File: src/rtl/isa_pkg.sv
// ####################
// MIPS ISA encodings
// ####################
`default_nettype none

package isa_pkg;

   // primary opcode field, inst[31:26]
   typedef enum logic [5:0] {
      OP_SPECIAL = 6'h00,
      OP_ADDIU   = 6'h09,
      OP_SLTI    = 6'h0a,
      OP_SLTIU   = 6'h0b,
      OP_ANDI    = 6'h0c,
      OP_ORI     = 6'h0d,
      OP_XORI    = 6'h0e,
      OP_LUI     = 6'h0f,
      OP_LB      = 6'h20,
      OP_LH      = 6'h21,
      OP_LW      = 6'h23,
      OP_LBU     = 6'h24,
      OP_LHU     = 6'h25,
      OP_SB      = 6'h28,
      OP_SH      = 6'h29,
      OP_SW      = 6'h2b
   } op_e;

   // function field of special, inst[5:0]
   typedef enum logic [5:0] {
      FN_SLL     = 6'h00,
      FN_SRL     = 6'h02,
      FN_SRA     = 6'h03,
      FN_SLLV    = 6'h04,
      FN_SRLV    = 6'h06,
      FN_SRAV    = 6'h07,
      FN_SYSCALL = 6'h0c,
      FN_ADDU    = 6'h21,
      FN_SUBU    = 6'h23,
      FN_AND     = 6'h24,
      FN_OR      = 6'h25,
      FN_XOR     = 6'h26,
      FN_NOR     = 6'h27,
      FN_SLT     = 6'h2a,
      FN_SLTU    = 6'h2b
   } funct_e;

   // add is zero so a bubble computes a harmless sum
   typedef enum logic [3:0] {
      ALU_ADD, ALU_SUB, ALU_AND, ALU_OR, ALU_XOR,
      ALU_NOR, ALU_SLT, ALU_SLTU, ALU_SLL, ALU_SRL,
      ALU_SRA, ALU_SLLV, ALU_SRLV, ALU_SRAV, ALU_LUI
   } alu_op_e;

   typedef enum logic [1:0] {
      MEM_BYTE,
      MEM_HALF,
      MEM_WORD
   } mem_size_e;

endpackage

`default_nettype wire

File: src/rtl/core_pkg.sv
// ####################
// core pipeline types
// ####################
`default_nettype none

package core_pkg;

   localparam int XLEN = 32;

   typedef logic [XLEN-1:0]   word_t;
   // byte address without the two lane bits
   typedef logic [XLEN-3:0]   word_addr_t;
   typedef logic [4:0]        reg_idx_t;
   typedef logic [XLEN/8-1:0] byte_en_t;

   // decoded control, all zero means bubble
   typedef struct packed {
      isa_pkg::alu_op_e   alu_op;
      logic               use_imm;
      logic               reg_we;
      logic               mem_read;
      logic               mem_write;
      isa_pkg::mem_size_e mem_size;
      logic               mem_unsigned;
      logic               syscall;
   } ctrl_t;

   // decode to execute
   typedef struct packed {
      ctrl_t    ctrl;
      word_t    rs_val;
      word_t    rt_val;
      word_t    imm;
      logic [4:0] shamt;
      reg_idx_t dest;
   } id_ex_t;

   // execute to memory
   typedef struct packed {
      ctrl_t    ctrl;
      word_t    alu_res;
      word_t    rt_val;
      reg_idx_t dest;
   } ex_mem_t;

   // memory to writeback, only what the register file and halt need
   typedef struct packed {
      logic     reg_we;
      logic     syscall;
      word_t    result;
      reg_idx_t dest;
   } mem_wb_t;

endpackage

`default_nettype wire

File: src/rtl/inst_decode.sv
// ####################
// instruction decoder
// ####################
`timescale 1ns/1ps
`default_nettype none

module inst_decode (
   input  wire core_pkg::word_t inst,
   output core_pkg::ctrl_t      ctrl,
   output core_pkg::word_t      imm
);

   isa_pkg::op_e    op;
   isa_pkg::funct_e funct;
   core_pkg::word_t imm_sext;
   core_pkg::word_t imm_zext;

   assign op       = isa_pkg::op_e'(inst[31:26]);
   assign funct    = isa_pkg::funct_e'(inst[5:0]);
   assign imm_sext = {{16{inst[15]}}, inst[15:0]};
   assign imm_zext = {16'h0000, inst[15:0]};

   always_comb
   begin
      // unknown encodings fall out as a bubble
      ctrl = '0;
      imm  = imm_sext;
      case (op)
         isa_pkg::OP_SPECIAL:
         begin
            ctrl.reg_we = 1'b1;
            case (funct)
               isa_pkg::FN_ADDU: ctrl.alu_op = isa_pkg::ALU_ADD;
               isa_pkg::FN_SUBU: ctrl.alu_op = isa_pkg::ALU_SUB;
               isa_pkg::FN_AND:  ctrl.alu_op = isa_pkg::ALU_AND;
               isa_pkg::FN_OR:   ctrl.alu_op = isa_pkg::ALU_OR;
               isa_pkg::FN_XOR:  ctrl.alu_op = isa_pkg::ALU_XOR;
               isa_pkg::FN_NOR:  ctrl.alu_op = isa_pkg::ALU_NOR;
               isa_pkg::FN_SLT:  ctrl.alu_op = isa_pkg::ALU_SLT;
               isa_pkg::FN_SLTU: ctrl.alu_op = isa_pkg::ALU_SLTU;
               isa_pkg::FN_SLL:  ctrl.alu_op = isa_pkg::ALU_SLL;
               isa_pkg::FN_SRL:  ctrl.alu_op = isa_pkg::ALU_SRL;
               isa_pkg::FN_SRA:  ctrl.alu_op = isa_pkg::ALU_SRA;
               isa_pkg::FN_SLLV: ctrl.alu_op = isa_pkg::ALU_SLLV;
               isa_pkg::FN_SRLV: ctrl.alu_op = isa_pkg::ALU_SRLV;
               isa_pkg::FN_SRAV: ctrl.alu_op = isa_pkg::ALU_SRAV;
               isa_pkg::FN_SYSCALL:
               begin
                  // no register write, only the halt marker travels
                  ctrl.reg_we  = 1'b0;
                  ctrl.syscall = 1'b1;
               end
               default: ctrl.reg_we = 1'b0;
            endcase
         end
         // arithmetic immediates keep the sign extension
         isa_pkg::OP_ADDIU, isa_pkg::OP_SLTI, isa_pkg::OP_SLTIU:
         begin
            ctrl.use_imm = 1'b1;
            ctrl.reg_we  = 1'b1;
            if (op == isa_pkg::OP_SLTI)
               ctrl.alu_op = isa_pkg::ALU_SLT;
            else if (op == isa_pkg::OP_SLTIU)
               ctrl.alu_op = isa_pkg::ALU_SLTU;
         end
         // logic immediates and lui zero-extend
         isa_pkg::OP_ANDI, isa_pkg::OP_ORI, isa_pkg::OP_XORI, isa_pkg::OP_LUI:
         begin
            ctrl.use_imm = 1'b1;
            ctrl.reg_we  = 1'b1;
            imm          = imm_zext;
            case (op)
               isa_pkg::OP_ANDI: ctrl.alu_op = isa_pkg::ALU_AND;
               isa_pkg::OP_ORI:  ctrl.alu_op = isa_pkg::ALU_OR;
               isa_pkg::OP_XORI: ctrl.alu_op = isa_pkg::ALU_XOR;
               default:          ctrl.alu_op = isa_pkg::ALU_LUI;
            endcase
         end
         // loads, address is rs plus offset
         isa_pkg::OP_LB, isa_pkg::OP_LBU, isa_pkg::OP_LH, isa_pkg::OP_LHU, isa_pkg::OP_LW:
         begin
            ctrl.use_imm      = 1'b1;
            ctrl.reg_we       = 1'b1;
            ctrl.mem_read     = 1'b1;
            ctrl.mem_unsigned = (op == isa_pkg::OP_LBU) || (op == isa_pkg::OP_LHU);
            if (op == isa_pkg::OP_LB || op == isa_pkg::OP_LBU)
               ctrl.mem_size = isa_pkg::MEM_BYTE;
            else if (op == isa_pkg::OP_LH || op == isa_pkg::OP_LHU)
               ctrl.mem_size = isa_pkg::MEM_HALF;
            else
               ctrl.mem_size = isa_pkg::MEM_WORD;
         end
         isa_pkg::OP_SB, isa_pkg::OP_SH, isa_pkg::OP_SW:
         begin
            ctrl.use_imm   = 1'b1;
            ctrl.mem_write = 1'b1;
            if (op == isa_pkg::OP_SB)
               ctrl.mem_size = isa_pkg::MEM_BYTE;
            else if (op == isa_pkg::OP_SH)
               ctrl.mem_size = isa_pkg::MEM_HALF;
            else
               ctrl.mem_size = isa_pkg::MEM_WORD;
         end
         default: ctrl = '0;
      endcase
   end

endmodule

`default_nettype wire

File: src/rtl/reg_file.sv
// ####################
// register file
// ####################
`timescale 1ns/1ps
`default_nettype none

module reg_file (
   input  wire                     clk,
   input  wire                     rst_b,
   input  wire core_pkg::reg_idx_t rs_idx,
   input  wire core_pkg::reg_idx_t rt_idx,
   output core_pkg::word_t         rs_data,
   output core_pkg::word_t         rt_data,
   input  wire                     wr_en,
   input  wire core_pkg::reg_idx_t wr_idx,
   input  wire core_pkg::word_t    wr_data
);

   // $zero has no storage
   core_pkg::word_t regs [1:31];

   always_ff @(posedge clk or negedge rst_b)
   begin
      if (!rst_b)
      begin
         for (int i = 1; i < 32; i++)
            regs[i] <= '0;
      end
      else if (wr_en && wr_idx != '0)
         regs[wr_idx] <= wr_data;
   end

   // write-through so decode sees the writeback value in the same cycle
   assign rs_data = (rs_idx == '0)                 ? '0      :
                    (wr_en && wr_idx == rs_idx)    ? wr_data :
                                                     regs[rs_idx];
   assign rt_data = (rt_idx == '0)                 ? '0      :
                    (wr_en && wr_idx == rt_idx)    ? wr_data :
                                                     regs[rt_idx];

endmodule

`default_nettype wire

File: src/rtl/hazard_unit.sv
// ####################
// RAW stall detect
// ####################
`timescale 1ns/1ps
`default_nettype none

module hazard_unit (
   input  wire core_pkg::reg_idx_t rs_idx,
   input  wire core_pkg::reg_idx_t rt_idx,
   input  wire core_pkg::id_ex_t   id_ex,
   input  wire core_pkg::ex_mem_t  ex_mem,
   output logic                    stall
);

   // one source against one producer, $zero never waits
   function automatic logic hit(core_pkg::reg_idx_t src, core_pkg::reg_idx_t dst, logic we);
      return we && (src != '0) && (src == dst);
   endfunction

   // writeback is covered by the register file bypass
   assign stall = hit(rs_idx, id_ex.dest,  id_ex.ctrl.reg_we)  ||
                  hit(rt_idx, id_ex.dest,  id_ex.ctrl.reg_we)  ||
                  hit(rs_idx, ex_mem.dest, ex_mem.ctrl.reg_we) ||
                  hit(rt_idx, ex_mem.dest, ex_mem.ctrl.reg_we);

endmodule

`default_nettype wire

File: src/rtl/alu.sv
// ####################
// integer ALU
// ####################
`timescale 1ns/1ps
`default_nettype none

module alu (
   input  wire isa_pkg::alu_op_e op,
   input  wire core_pkg::word_t  a,
   input  wire core_pkg::word_t  b,
   input  wire [4:0]             shamt,
   output core_pkg::word_t       result
);

   // variable shifts take the amount from rs
   logic [4:0] vshamt;
   logic       lt_s;
   logic       lt_u;

   assign vshamt = a[4:0];
   assign lt_s   = $signed(a) < $signed(b);
   assign lt_u   = a < b;

   always_comb
   begin
      case (op)
         isa_pkg::ALU_ADD:  result = a + b;
         isa_pkg::ALU_SUB:  result = a - b;
         isa_pkg::ALU_AND:  result = a & b;
         isa_pkg::ALU_OR:   result = a | b;
         isa_pkg::ALU_XOR:  result = a ^ b;
         isa_pkg::ALU_NOR:  result = ~(a | b);
         // compares return 0 or 1
         isa_pkg::ALU_SLT:  result = {{(core_pkg::XLEN-1){1'b0}}, lt_s};
         isa_pkg::ALU_SLTU: result = {{(core_pkg::XLEN-1){1'b0}}, lt_u};
         // constant shifts act on rt
         isa_pkg::ALU_SLL:  result = b << shamt;
         isa_pkg::ALU_SRL:  result = b >> shamt;
         isa_pkg::ALU_SRA:  result = $signed(b) >>> shamt;
         isa_pkg::ALU_SLLV: result = b << vshamt;
         isa_pkg::ALU_SRLV: result = b >> vshamt;
         isa_pkg::ALU_SRAV: result = $signed(b) >>> vshamt;
         // immediate already zero-extended by decode
         isa_pkg::ALU_LUI:  result = {b[15:0], 16'h0000};
         default:           result = a + b;
      endcase
   end

endmodule

`default_nettype wire

File: src/rtl/mem_align.sv
// ####################
// load/store lanes
// ####################
`timescale 1ns/1ps
`default_nettype none

module mem_align (
   input  wire core_pkg::ctrl_t  ctrl,
   input  wire [1:0]             byte_off,
   input  wire core_pkg::word_t  store_src,
   input  wire core_pkg::word_t  rdata,
   output core_pkg::word_t       wdata,
   output core_pkg::byte_en_t    we,
   output core_pkg::word_t       load_data
);

   core_pkg::byte_en_t lanes;
   core_pkg::word_t    byte_sel;
   core_pkg::word_t    half_sel;

   // little-endian, lane k is bits 8k+7:8k
   always_comb
   begin
      case (ctrl.mem_size)
         isa_pkg::MEM_BYTE:
         begin
            wdata = {4{store_src[7:0]}};
            lanes = core_pkg::byte_en_t'(4'b0001) << byte_off;
         end
         isa_pkg::MEM_HALF:
         begin
            // halves sit on even offsets
            wdata = {2{store_src[15:0]}};
            lanes = core_pkg::byte_en_t'(4'b0011) << {byte_off[1], 1'b0};
         end
         isa_pkg::MEM_WORD:
         begin
            wdata = store_src;
            lanes = 4'b1111;
         end
         default:
         begin
            wdata = store_src;
            lanes = '0;
         end
      endcase
   end

   assign we = ctrl.mem_write ? lanes : '0;

   // move the addressed byte or half down to bit 0
   assign byte_sel = rdata >> {byte_off, 3'b000};
   assign half_sel = rdata >> {byte_off[1], 4'h0};

   always_comb
   begin
      case (ctrl.mem_size)
         isa_pkg::MEM_BYTE:
            load_data = ctrl.mem_unsigned ? {24'h000000, byte_sel[7:0]}
                                          : {{24{byte_sel[7]}}, byte_sel[7:0]};
         isa_pkg::MEM_HALF:
            load_data = ctrl.mem_unsigned ? {16'h0000, half_sel[15:0]}
                                          : {{16{half_sel[15]}}, half_sel[15:0]};
         default:
            load_data = rdata;
      endcase
   end

endmodule

`default_nettype wire

File: src/rtl/mips_core.sv
// ####################
// MIPS 5-stage core
// ####################
`timescale 1ns/1ps
`default_nettype none

module mips_core #(
   parameter core_pkg::word_t TEXT_START = 32'h0040_0000
) (
   input  wire                   clk,
   input  wire                   rst_b,
   output core_pkg::word_addr_t  inst_addr,
   input  wire core_pkg::word_t  inst,
   output core_pkg::word_addr_t  mem_addr,
   output core_pkg::word_t       mem_wdata,
   output core_pkg::byte_en_t    mem_we,
   input  wire core_pkg::word_t  mem_rdata,
   output logic                  halted
);

   // fetch to decode
   typedef struct packed {
      core_pkg::word_t inst;
      logic            valid;
   } if_id_t;

   core_pkg::word_t    pc;
   if_id_t             if_id;
   core_pkg::id_ex_t   id_ex;
   core_pkg::ex_mem_t  ex_mem;
   core_pkg::mem_wb_t  mem_wb;
   // set once a syscall leaves decode
   logic               frozen;

   core_pkg::word_t    id_inst;
   core_pkg::ctrl_t    dec_ctrl;
   core_pkg::ctrl_t    id_ctrl;
   core_pkg::word_t    id_imm;
   core_pkg::word_t    rs_data;
   core_pkg::word_t    rt_data;
   core_pkg::reg_idx_t id_rs;
   core_pkg::reg_idx_t id_rt;
   core_pkg::reg_idx_t id_dest;
   core_pkg::reg_idx_t hz_rt;
   logic               stall;
   logic               freeze;
   core_pkg::word_t    alu_b;
   core_pkg::word_t    alu_res;
   core_pkg::word_t    load_data;

   assign inst_addr = pc[31:2];

   always_ff @(posedge clk or negedge rst_b)
   begin
      if (!rst_b)
      begin
         pc     <= TEXT_START;
         if_id  <= '0;
         frozen <= 1'b0;
      end
      else if (!stall)
      begin
         // a syscall in decode stops fetch for good
         if (freeze)
            if_id.valid <= 1'b0;
         else
         begin
            pc          <= pc + 32'd4;
            if_id.inst  <= inst;
            if_id.valid <= 1'b1;
         end
         frozen <= freeze;
      end
   end

   // an empty decode slot reads as a zero word
   assign id_inst = if_id.valid ? if_id.inst : '0;
   assign id_rs   = id_inst[25:21];
   assign id_rt   = id_inst[20:16];

   inst_decode u_inst_decode (
      .inst (id_inst),
      .ctrl (dec_ctrl),
      .imm  (id_imm)
   );

   assign id_ctrl = if_id.valid ? dec_ctrl : '0;
   assign freeze  = frozen || id_ctrl.syscall;
   // I-type results go to rt, R-type to rd
   assign id_dest = id_ctrl.use_imm ? id_rt : id_inst[15:11];
   // rt is a source only for R-type and stores
   assign hz_rt   = (!id_ctrl.use_imm || id_ctrl.mem_write) ? id_rt : '0;

   reg_file u_reg_file (
      .clk     (clk),
      .rst_b   (rst_b),
      .rs_idx  (id_rs),
      .rt_idx  (id_rt),
      .rs_data (rs_data),
      .rt_data (rt_data),
      .wr_en   (mem_wb.reg_we),
      .wr_idx  (mem_wb.dest),
      .wr_data (mem_wb.result)
   );

   hazard_unit u_hazard_unit (
      .rs_idx (id_rs),
      .rt_idx (hz_rt),
      .id_ex  (id_ex),
      .ex_mem (ex_mem),
      .stall  (stall)
   );

   always_ff @(posedge clk or negedge rst_b)
   begin
      if (!rst_b)
         id_ex <= '0;
      else if (stall)
         id_ex <= '0;
      else
      begin
         id_ex.ctrl   <= id_ctrl;
         id_ex.rs_val <= rs_data;
         id_ex.rt_val <= rt_data;
         id_ex.imm    <= id_imm;
         id_ex.shamt  <= id_inst[10:6];
         id_ex.dest   <= id_dest;
      end
   end

   assign alu_b = id_ex.ctrl.use_imm ? id_ex.imm : id_ex.rt_val;

   alu u_alu (
      .op     (id_ex.ctrl.alu_op),
      .a      (id_ex.rs_val),
      .b      (alu_b),
      .shamt  (id_ex.shamt),
      .result (alu_res)
   );

   // execute, memory and writeback never hold
   always_ff @(posedge clk or negedge rst_b)
   begin
      if (!rst_b)
      begin
         ex_mem <= '0;
         mem_wb <= '0;
         halted <= 1'b0;
      end
      else
      begin
         ex_mem.ctrl    <= id_ex.ctrl;
         ex_mem.alu_res <= alu_res;
         ex_mem.rt_val  <= id_ex.rt_val;
         ex_mem.dest    <= id_ex.dest;
         mem_wb.reg_we  <= ex_mem.ctrl.reg_we;
         mem_wb.syscall <= ex_mem.ctrl.syscall;
         mem_wb.result  <= ex_mem.ctrl.mem_read ? load_data : ex_mem.alu_res;
         mem_wb.dest    <= ex_mem.dest;
         // sticky until reset
         halted         <= halted || mem_wb.syscall;
      end
   end

   assign mem_addr = ex_mem.alu_res[31:2];

   mem_align u_mem_align (
      .ctrl      (ex_mem.ctrl),
      .byte_off  (ex_mem.alu_res[1:0]),
      .store_src (ex_mem.rt_val),
      .rdata     (mem_rdata),
      .wdata     (mem_wdata),
      .we        (mem_we),
      .load_data (load_data)
   );

endmodule

`default_nettype wire

File: config.mk
export PLATFORM = sky130hd
export DESIGN_NAME = mips_core
export DESIGN_NICKNAME = d
export VERILOG_FILES = /design/src/rtl/isa_pkg.sv /design/src/rtl/core_pkg.sv /design/src/rtl/inst_decode.sv /design/src/rtl/reg_file.sv /design/src/rtl/hazard_unit.sv /design/src/rtl/alu.sv /design/src/rtl/mem_align.sv /design/src/rtl/mips_core.sv
export SDC_FILE = /design/constraint.sdc
export NUM_CORES = 2
export LEC_CHECK = 0
export BUFFER_PORTS_ARGS = -buffer_cell sky130_fd_sc_hd__buf_4
export CORE_MARGIN = 2
export CORE_UTILIZATION = 50
export CTS_BUF_LIST = sky130_fd_sc_hd__clkbuf_2 sky130_fd_sc_hd__clkbuf_4 sky130_fd_sc_hd__clkbuf_8
export CTS_CLUSTER_SIZE = 14
export DETAILED_ROUTE_END_ITERATION = 10
export MAX_ROUTING_LAYER = met4
export PLACE_DENSITY = 0.66
export SLEW_MARGIN = 0
export SYNTH_ARGS = -nofsm -noshare
export SYNTH_HDL_FRONTEND = slang
export SYNTH_HIERARCHICAL = 1
export SYNTH_SLANG_ARGS = --single-unit
File: constraint.sdc
create_clock -name clk -period 4.5 [get_ports clk]
set_clock_uncertainty 0.05 [all_clocks]
set_input_delay 0.45 -clock clk [delete_from_list [all_inputs] [get_ports clk]]
set_output_delay 0.45 -clock clk [all_outputs]
set_load 0.02 [all_outputs]
# Word-level counts from Yosys, hierarchy flattened
# Cells that the tools add are included.
totals:
  ff_bits: 1292
classes:
  add_sub_neg: 3
  order_cmp: 6
  eq_ne: 51
  shift: 10
  mux: 47
  bitwise_logic: 9
  n_reduce_logical: 38
op_table:
  columns: ["op", "n"]
  rows:
  - ["bitwise mux 992 bit", 1]
  - ["2-to-1 mux 32 bit", 15]
  - ["one-hot mux 32 bit (14 select lines)", 1]
  - ["binary-select mux 32 bit (select 5 bit)", 2]
  - ["demux 32 bit (select 5 bit)", 1]
  - ["one-hot mux 32 bit (2 select lines)", 2]
  - ["2-to-1 mux 118 bit", 1]
  - ["== test 6 bit (second input constant)", 16]
  - ["< comparator 32 bit", 2]
  - ["<< shifter 32 x 5 -> 32 bit", 2]
  - [">> shifter 32 x 5 -> 32 bit", 2]
  - [">>> shifter 32 x 5 -> 32 bit", 2]
  - ["one-hot mux 4 bit (13 select lines)", 1]
  - ["== test 6 x 4 -> 1 bit (second input constant)", 8]
  - ["one-hot mux 4 bit (3 select lines)", 3]
  - ["adder 32 x 3 -> 32 bit (second input constant)", 1]
  - ["adder 32 bit", 1]
  - ["AND 32 bit", 1]
  - ["NOT 32 bit", 1]
  - ["bitwise OR 32 bit", 1]
  - [">> shifter 32 x 5 -> 16 bit", 1]
  - [">> shifter 32 x 5 -> 8 bit", 1]
  - ["subtractor 32 bit", 1]
  - ["bitwise XOR 32 bit", 1]
  - ["37 further kinds", 96]

# Depth between registers and ports, before layout
depth:
  ltp_word: 18
  ltp_mapped: 20
  mapped_depth_nobuf: 14

# By module
# Netlist, hierarchy kept.
by_module_without_submodules:
  columns: ["module", "instances", "cells_per_inst", "area_per_inst_um2"]
  rows:
  - ["reg_file", 1, 3632, 53654.0]
  - ["alu", 1, 1616, 11051.8]
  - ["mips_core", 1, 782, 10701.5]
  - ["mem_align", 1, 167, 1109.8]
  - ["inst_decode", 1, 108, 714.4]
  - ["hazard_unit", 1, 34, 272.8]

# Worst setup path before layout
# Ideal clock, no wire load.
synth_timing:
  path_type: "register to register"
  startpoint: "register if_id[0] (netlist bit)"
  endpoint: "register pc[30]"
  setup_time_ns: 0.080
  arrival_time_ns: 4.397
  required_time_ns: 4.370
  path_slack_ns: -0.027
  path_stages_with_launch: 20
  path_cell_list: "dfrtp_1 > buf_6 > clkbuf_1 > clkbuf_1 > and2_1 > buf_6 > or2b_1 > a22o_1 > a21oi_1 > clkbuf_1 > nor2b_1 > nor2b_1 > or4_1 > nor2_2 > o211ai_2 > a211o_1 > or4_1 > buf_4 > nor4_4 > xor2_1"
synth_rtl:
  columns: ["element", "line", "source"]
  rows:
  - ["start, declared", "mips_core.sv:28", "if_id_t if_id;"]
  - ["end signal, assigned", "mips_core.sv:68", "pc <= pc + 32'd4;"]
  - ["end, declared", "mips_core.sv:27", "core_pkg::word_t pc;"]

# Final worst setup path
layout_timing:
  startpoint: "register, netlist name id_ex[113]"
  endpoint: "register, netlist name mem_addr[23]"
layout_via:
  word_cells_on_any_way: 14
layout_rtl:
  columns: ["element", "line", "source"]
  rows:
  - ["2-to-1 mux 32 bit (*)", "mips_core.sv:131", "assign alu_b = id_ex.ctrl.use_imm ? id_ex.imm : id_ex.rt_val;"]
  - ["named net alu_b[18]", "mips_core.sv:47", "core_pkg::word_t alu_b;"]
  - ["adder 32 bit (tied with other cells)", "alu.sv:27, alu.sv:45", null]
  - ["one-hot mux 32 bit (14 select lines) (*)", "alu.sv:26", "case (op)"]
  - ["named net alu_res[25]", "mips_core.sv:48", "core_pkg::word_t alu_res;"]
# Mark *: on every way through the listed nets, which the timed path passes. The rest lies on a longest branch.
# A chain may end at the register's enable or synchronous reset.

==> flow_summary.json <==
{
  "grt_first_pass_wirelength_um": 449000,
  "cts-buffers-inserted": 216,
  "rows": 144,
  "finalSetupViolCount": 0,
  "timing_worst_setup_path_type": "register to register",
  "power.switching_fraction_pct": 46.7,
  "pre_cts_ws_ns": 0.148,
  "worst_path_dominant_cell_family": "compound AO/OA/AOI/OAI gates",
  "rsz0062_at_grt": "true",
  "hold-path-endpoint": "mem_wb[27]$_DFF_PN0_",
  "final_cell_count_without_fillers": 8849,
  "detail_route.drc_violations": 0,
  "reg2reg_to": "mem_addr[23]$_DFF_PN0_",
  "status": "completed",
  "internal_uw": 41300,
  "clock_root_buffer": "clkbuf_8",
  "core_mm2": 0.154,
  "start_util_pct": 50.3,
  "area_growth_pct": 13.9,
  "hp-start": "mem_rdata[22]",
  "net_switching_power_uw": 36200,
  "cp_capture_type": "register",
  "crit_top_cell": "buf_4",
  "finalWorstSetupSlack_ns": 0.0141,
  "clock_sink_count": 1290,
  "grt_use_total_pct": 41.1,
  "worst_slew_pin_slew_ns": 1.39,
  "yosysWarnings": 6,
  "grt_max_degree": 130,
  "static-leakage-power_uw": 0.0402,
  "hold_class": "primary input to register",
  "required_ns": 5.29,
  "placedInstanceArea_mm2": 0.0827,
  "count_of_final_max_slew_check_failures": 0,
  "grt_pass1_vias": 59900,
  "holdPathStages": 4,
  "finalInstanceArea_mm2": 0.0882,
  "fmax_ghz": 0.223,
  "max_cap_viol_count": 0,
  "routed_wl_um": 318000,
  "routed-via-count": 60500,
  "path_cells": "buf_4 > buf_4 > mux2_2 > buf_4 > ha_1 > buf_4 > nor3_1 > o21ai_0 > o2111a_1 > a211oi_2 > buf_4 > nor4b_1 > o41ai_2 > a221o_1 > nand2_1 > o2111ai_1",
  "clock_path_buffers": 3,
  "critical_path.startpoint": "id_ex[113]$_DFF_PN0_",
  "globalRouteOverflowTotal": 0,
  "antenna_found_initial": 26,
  "finish.net_count": 6782,
  "clk_pin_slew_ns": 0.06,
  "cp.buffers_inverters": 5,
  "fillerInstances": 12800,
  "ant_nets": 0,
  "i_o_pin_count": 163,
  "utilization_of_the_core_after_routing_pct": 57.3,
  "seqPwrFrac_pct": 26.9,
  "critical_path_arrival_ns": 5.28,
  "cts_tree": "done",
  "floorplan.die_area_mm2": 0.158,
  "synth_area_mm2": 0.0774,
  "dp.final_hpwl_um": 221000,
  "routabilityCongestion": 1.09,
  "regToRegStartpoint": "id_ex[113]$_DFF_PN0_",
  "synth_nets": 6499,
  "drive_gt1_share_pct": 41.7,
  "drtIter0Drc": 8024,
  "slew-limit-headroom_pct": 7.35,
  "layout_worst_path_cycle_share_pct": 99.7,
  "r2r_slack_ns": 0.01,
  "critical_path.max_stage_delay_ns": 0.41,
  "post_cts_buffers": 0,
  "postSynthAreaPerCell_um2": 12.2,
  "mostFrequentLayoutCells": "dfrtp_1 (1,288), mux2_2 (1,186), buf_4 (625), mux4_2 (448), nand2_1 (406)",
  "setup.worst_path.start_class": "register",
  "detail_route.wl_per_cell_um": 35.9,
  "pre_antenna_drt_iters": 7,
  "rr_worst_depth": 16,
  "hold_viol": 0,
  "worst_skew_pair.late_latency_ns": 0.98,
  "io_buffers": 162,
  "timing.final.crit_period_ns": 4.49,
  "most_common_cell_after_layout_fill_and_taps_aside": "dfrtp_1",
  "drt-vias-per-instance": 6.84,
  "share_clk_of_total_power_pct": 15.0,
  "ctsHtreeMaxLevel": 4,
  "post_synth_inst_count": 6334,
  "die_y_um": 397,
  "place_inst": 8392,
  "total_power_uw": 77500,
  "timing.critical_path.slowest_stage_cell": "mux2_2",
  "worst-path-max-fanout": 13,
  "irDropWorstVdd_uv": 512,
  "cellPowerDensity_mw_per_mm2": 879,
  "combPwrFrac_pct": 58.0,
  "chipWidth_um": 397
}
==> what timing repair did <==
| item | in CTS | in global routing |
|---|---|---|
| hold endpoints to repair | 243 | 2 |
| hold buffers | 50 | 1 |
| setup endpoints to repair | 0 | 9 |
| gates resized for setup | 0 | 9 |
==> area by class of cell <==
class	instances	area, µm²	share of cell area [%]
antenna	22	55.1	0.0625
clock buffer	336	4160	4.72
tap	2044	2560	2.90
clock inverter	48	633	0.718
inverter	119	447	0.507
sequential	1290	32300	36.6
timing repair buffer	729	6270	7.11
multi-input combinational	4261	41700	47.4
==> sequential cells by signal (all words and copies together) (netlist names) <==
signal           cells
pc                  30
mem_wb              39
id_ex              118
if_id               33
frozen               1
u_reg_file/regs    992
ex_mem              46
halted               1
mem_addr            30
==> routing by layer <==
layer | vias to the layer above | track usage (%) | wire [µm]
met2 | 3781 | 59.7 | 141000
met1 | 31400 | 52.7 | 123000
li1 | 24400 | - | -
met5 | - | - | 0
met4 | 0 | 24.9 | 22900
met3 | 953 | 9.09 | 30100
==> power groups by stage <==
stage / Sequential (µW) / Combinational [µW] / Clock, µW
floorplan: 18200 / 27700 / 0
global placement: 20500 / 43400 / 0
detailed placement: 20800 / 43400 / 0
CTS: 20700 / 43600 / 11800
global route: 21300 / 46400 / 12300
finish: 20900 / 45000 / 11700
==> worst max-delay path by stage <==
| stage | depth (start not counted) | slack (ns) | to |
|---|---|---|---|
| floorplan | 19 | 0.08 | pc[30]$_DFFE_PN0P_ |
| global placement | 17 | 0.17 | mem_addr[23]$_DFF_PN0_ |
| detailed placement | 17 | 0.15 | mem_addr[23]$_DFF_PN0_ |
| CTS | 17 | 0.09 | mem_addr[23]$_DFF_PN0_ |
| global route | 15 | -0.03 | mem_addr[23]$_DFF_PN0_ |
| finish | 16 | 0.01 | mem_addr[23]$_DFF_PN0_ |
==> stage by stage <==
| step | setup TNS, ns | hold slack [ns] |
|---|---|---|
| 6_report | 0 | 0.0560 |
| 5_1_grt | -0.0305 | 0.0234 |
| 4_1_cts | 0 | 0.000821 |
| 3_5_place_dp | 0 | 0.286 |
| 3_3_place_gp | 0 | 0.284 |
| 2_1_floorplan | 0 | 0.104 |
==> worst reg2reg max path, delay by kind of cell, from the launching register on <==
kind,cells,cell delay [ns]
fa+ha+maj,1,0.23
buf+inv,5,1.26
mux,1,0.41
flops,1,0.39
simple gates,3,0.73
compound gates,6,1.28
Power figures use the tool's default switching activity.
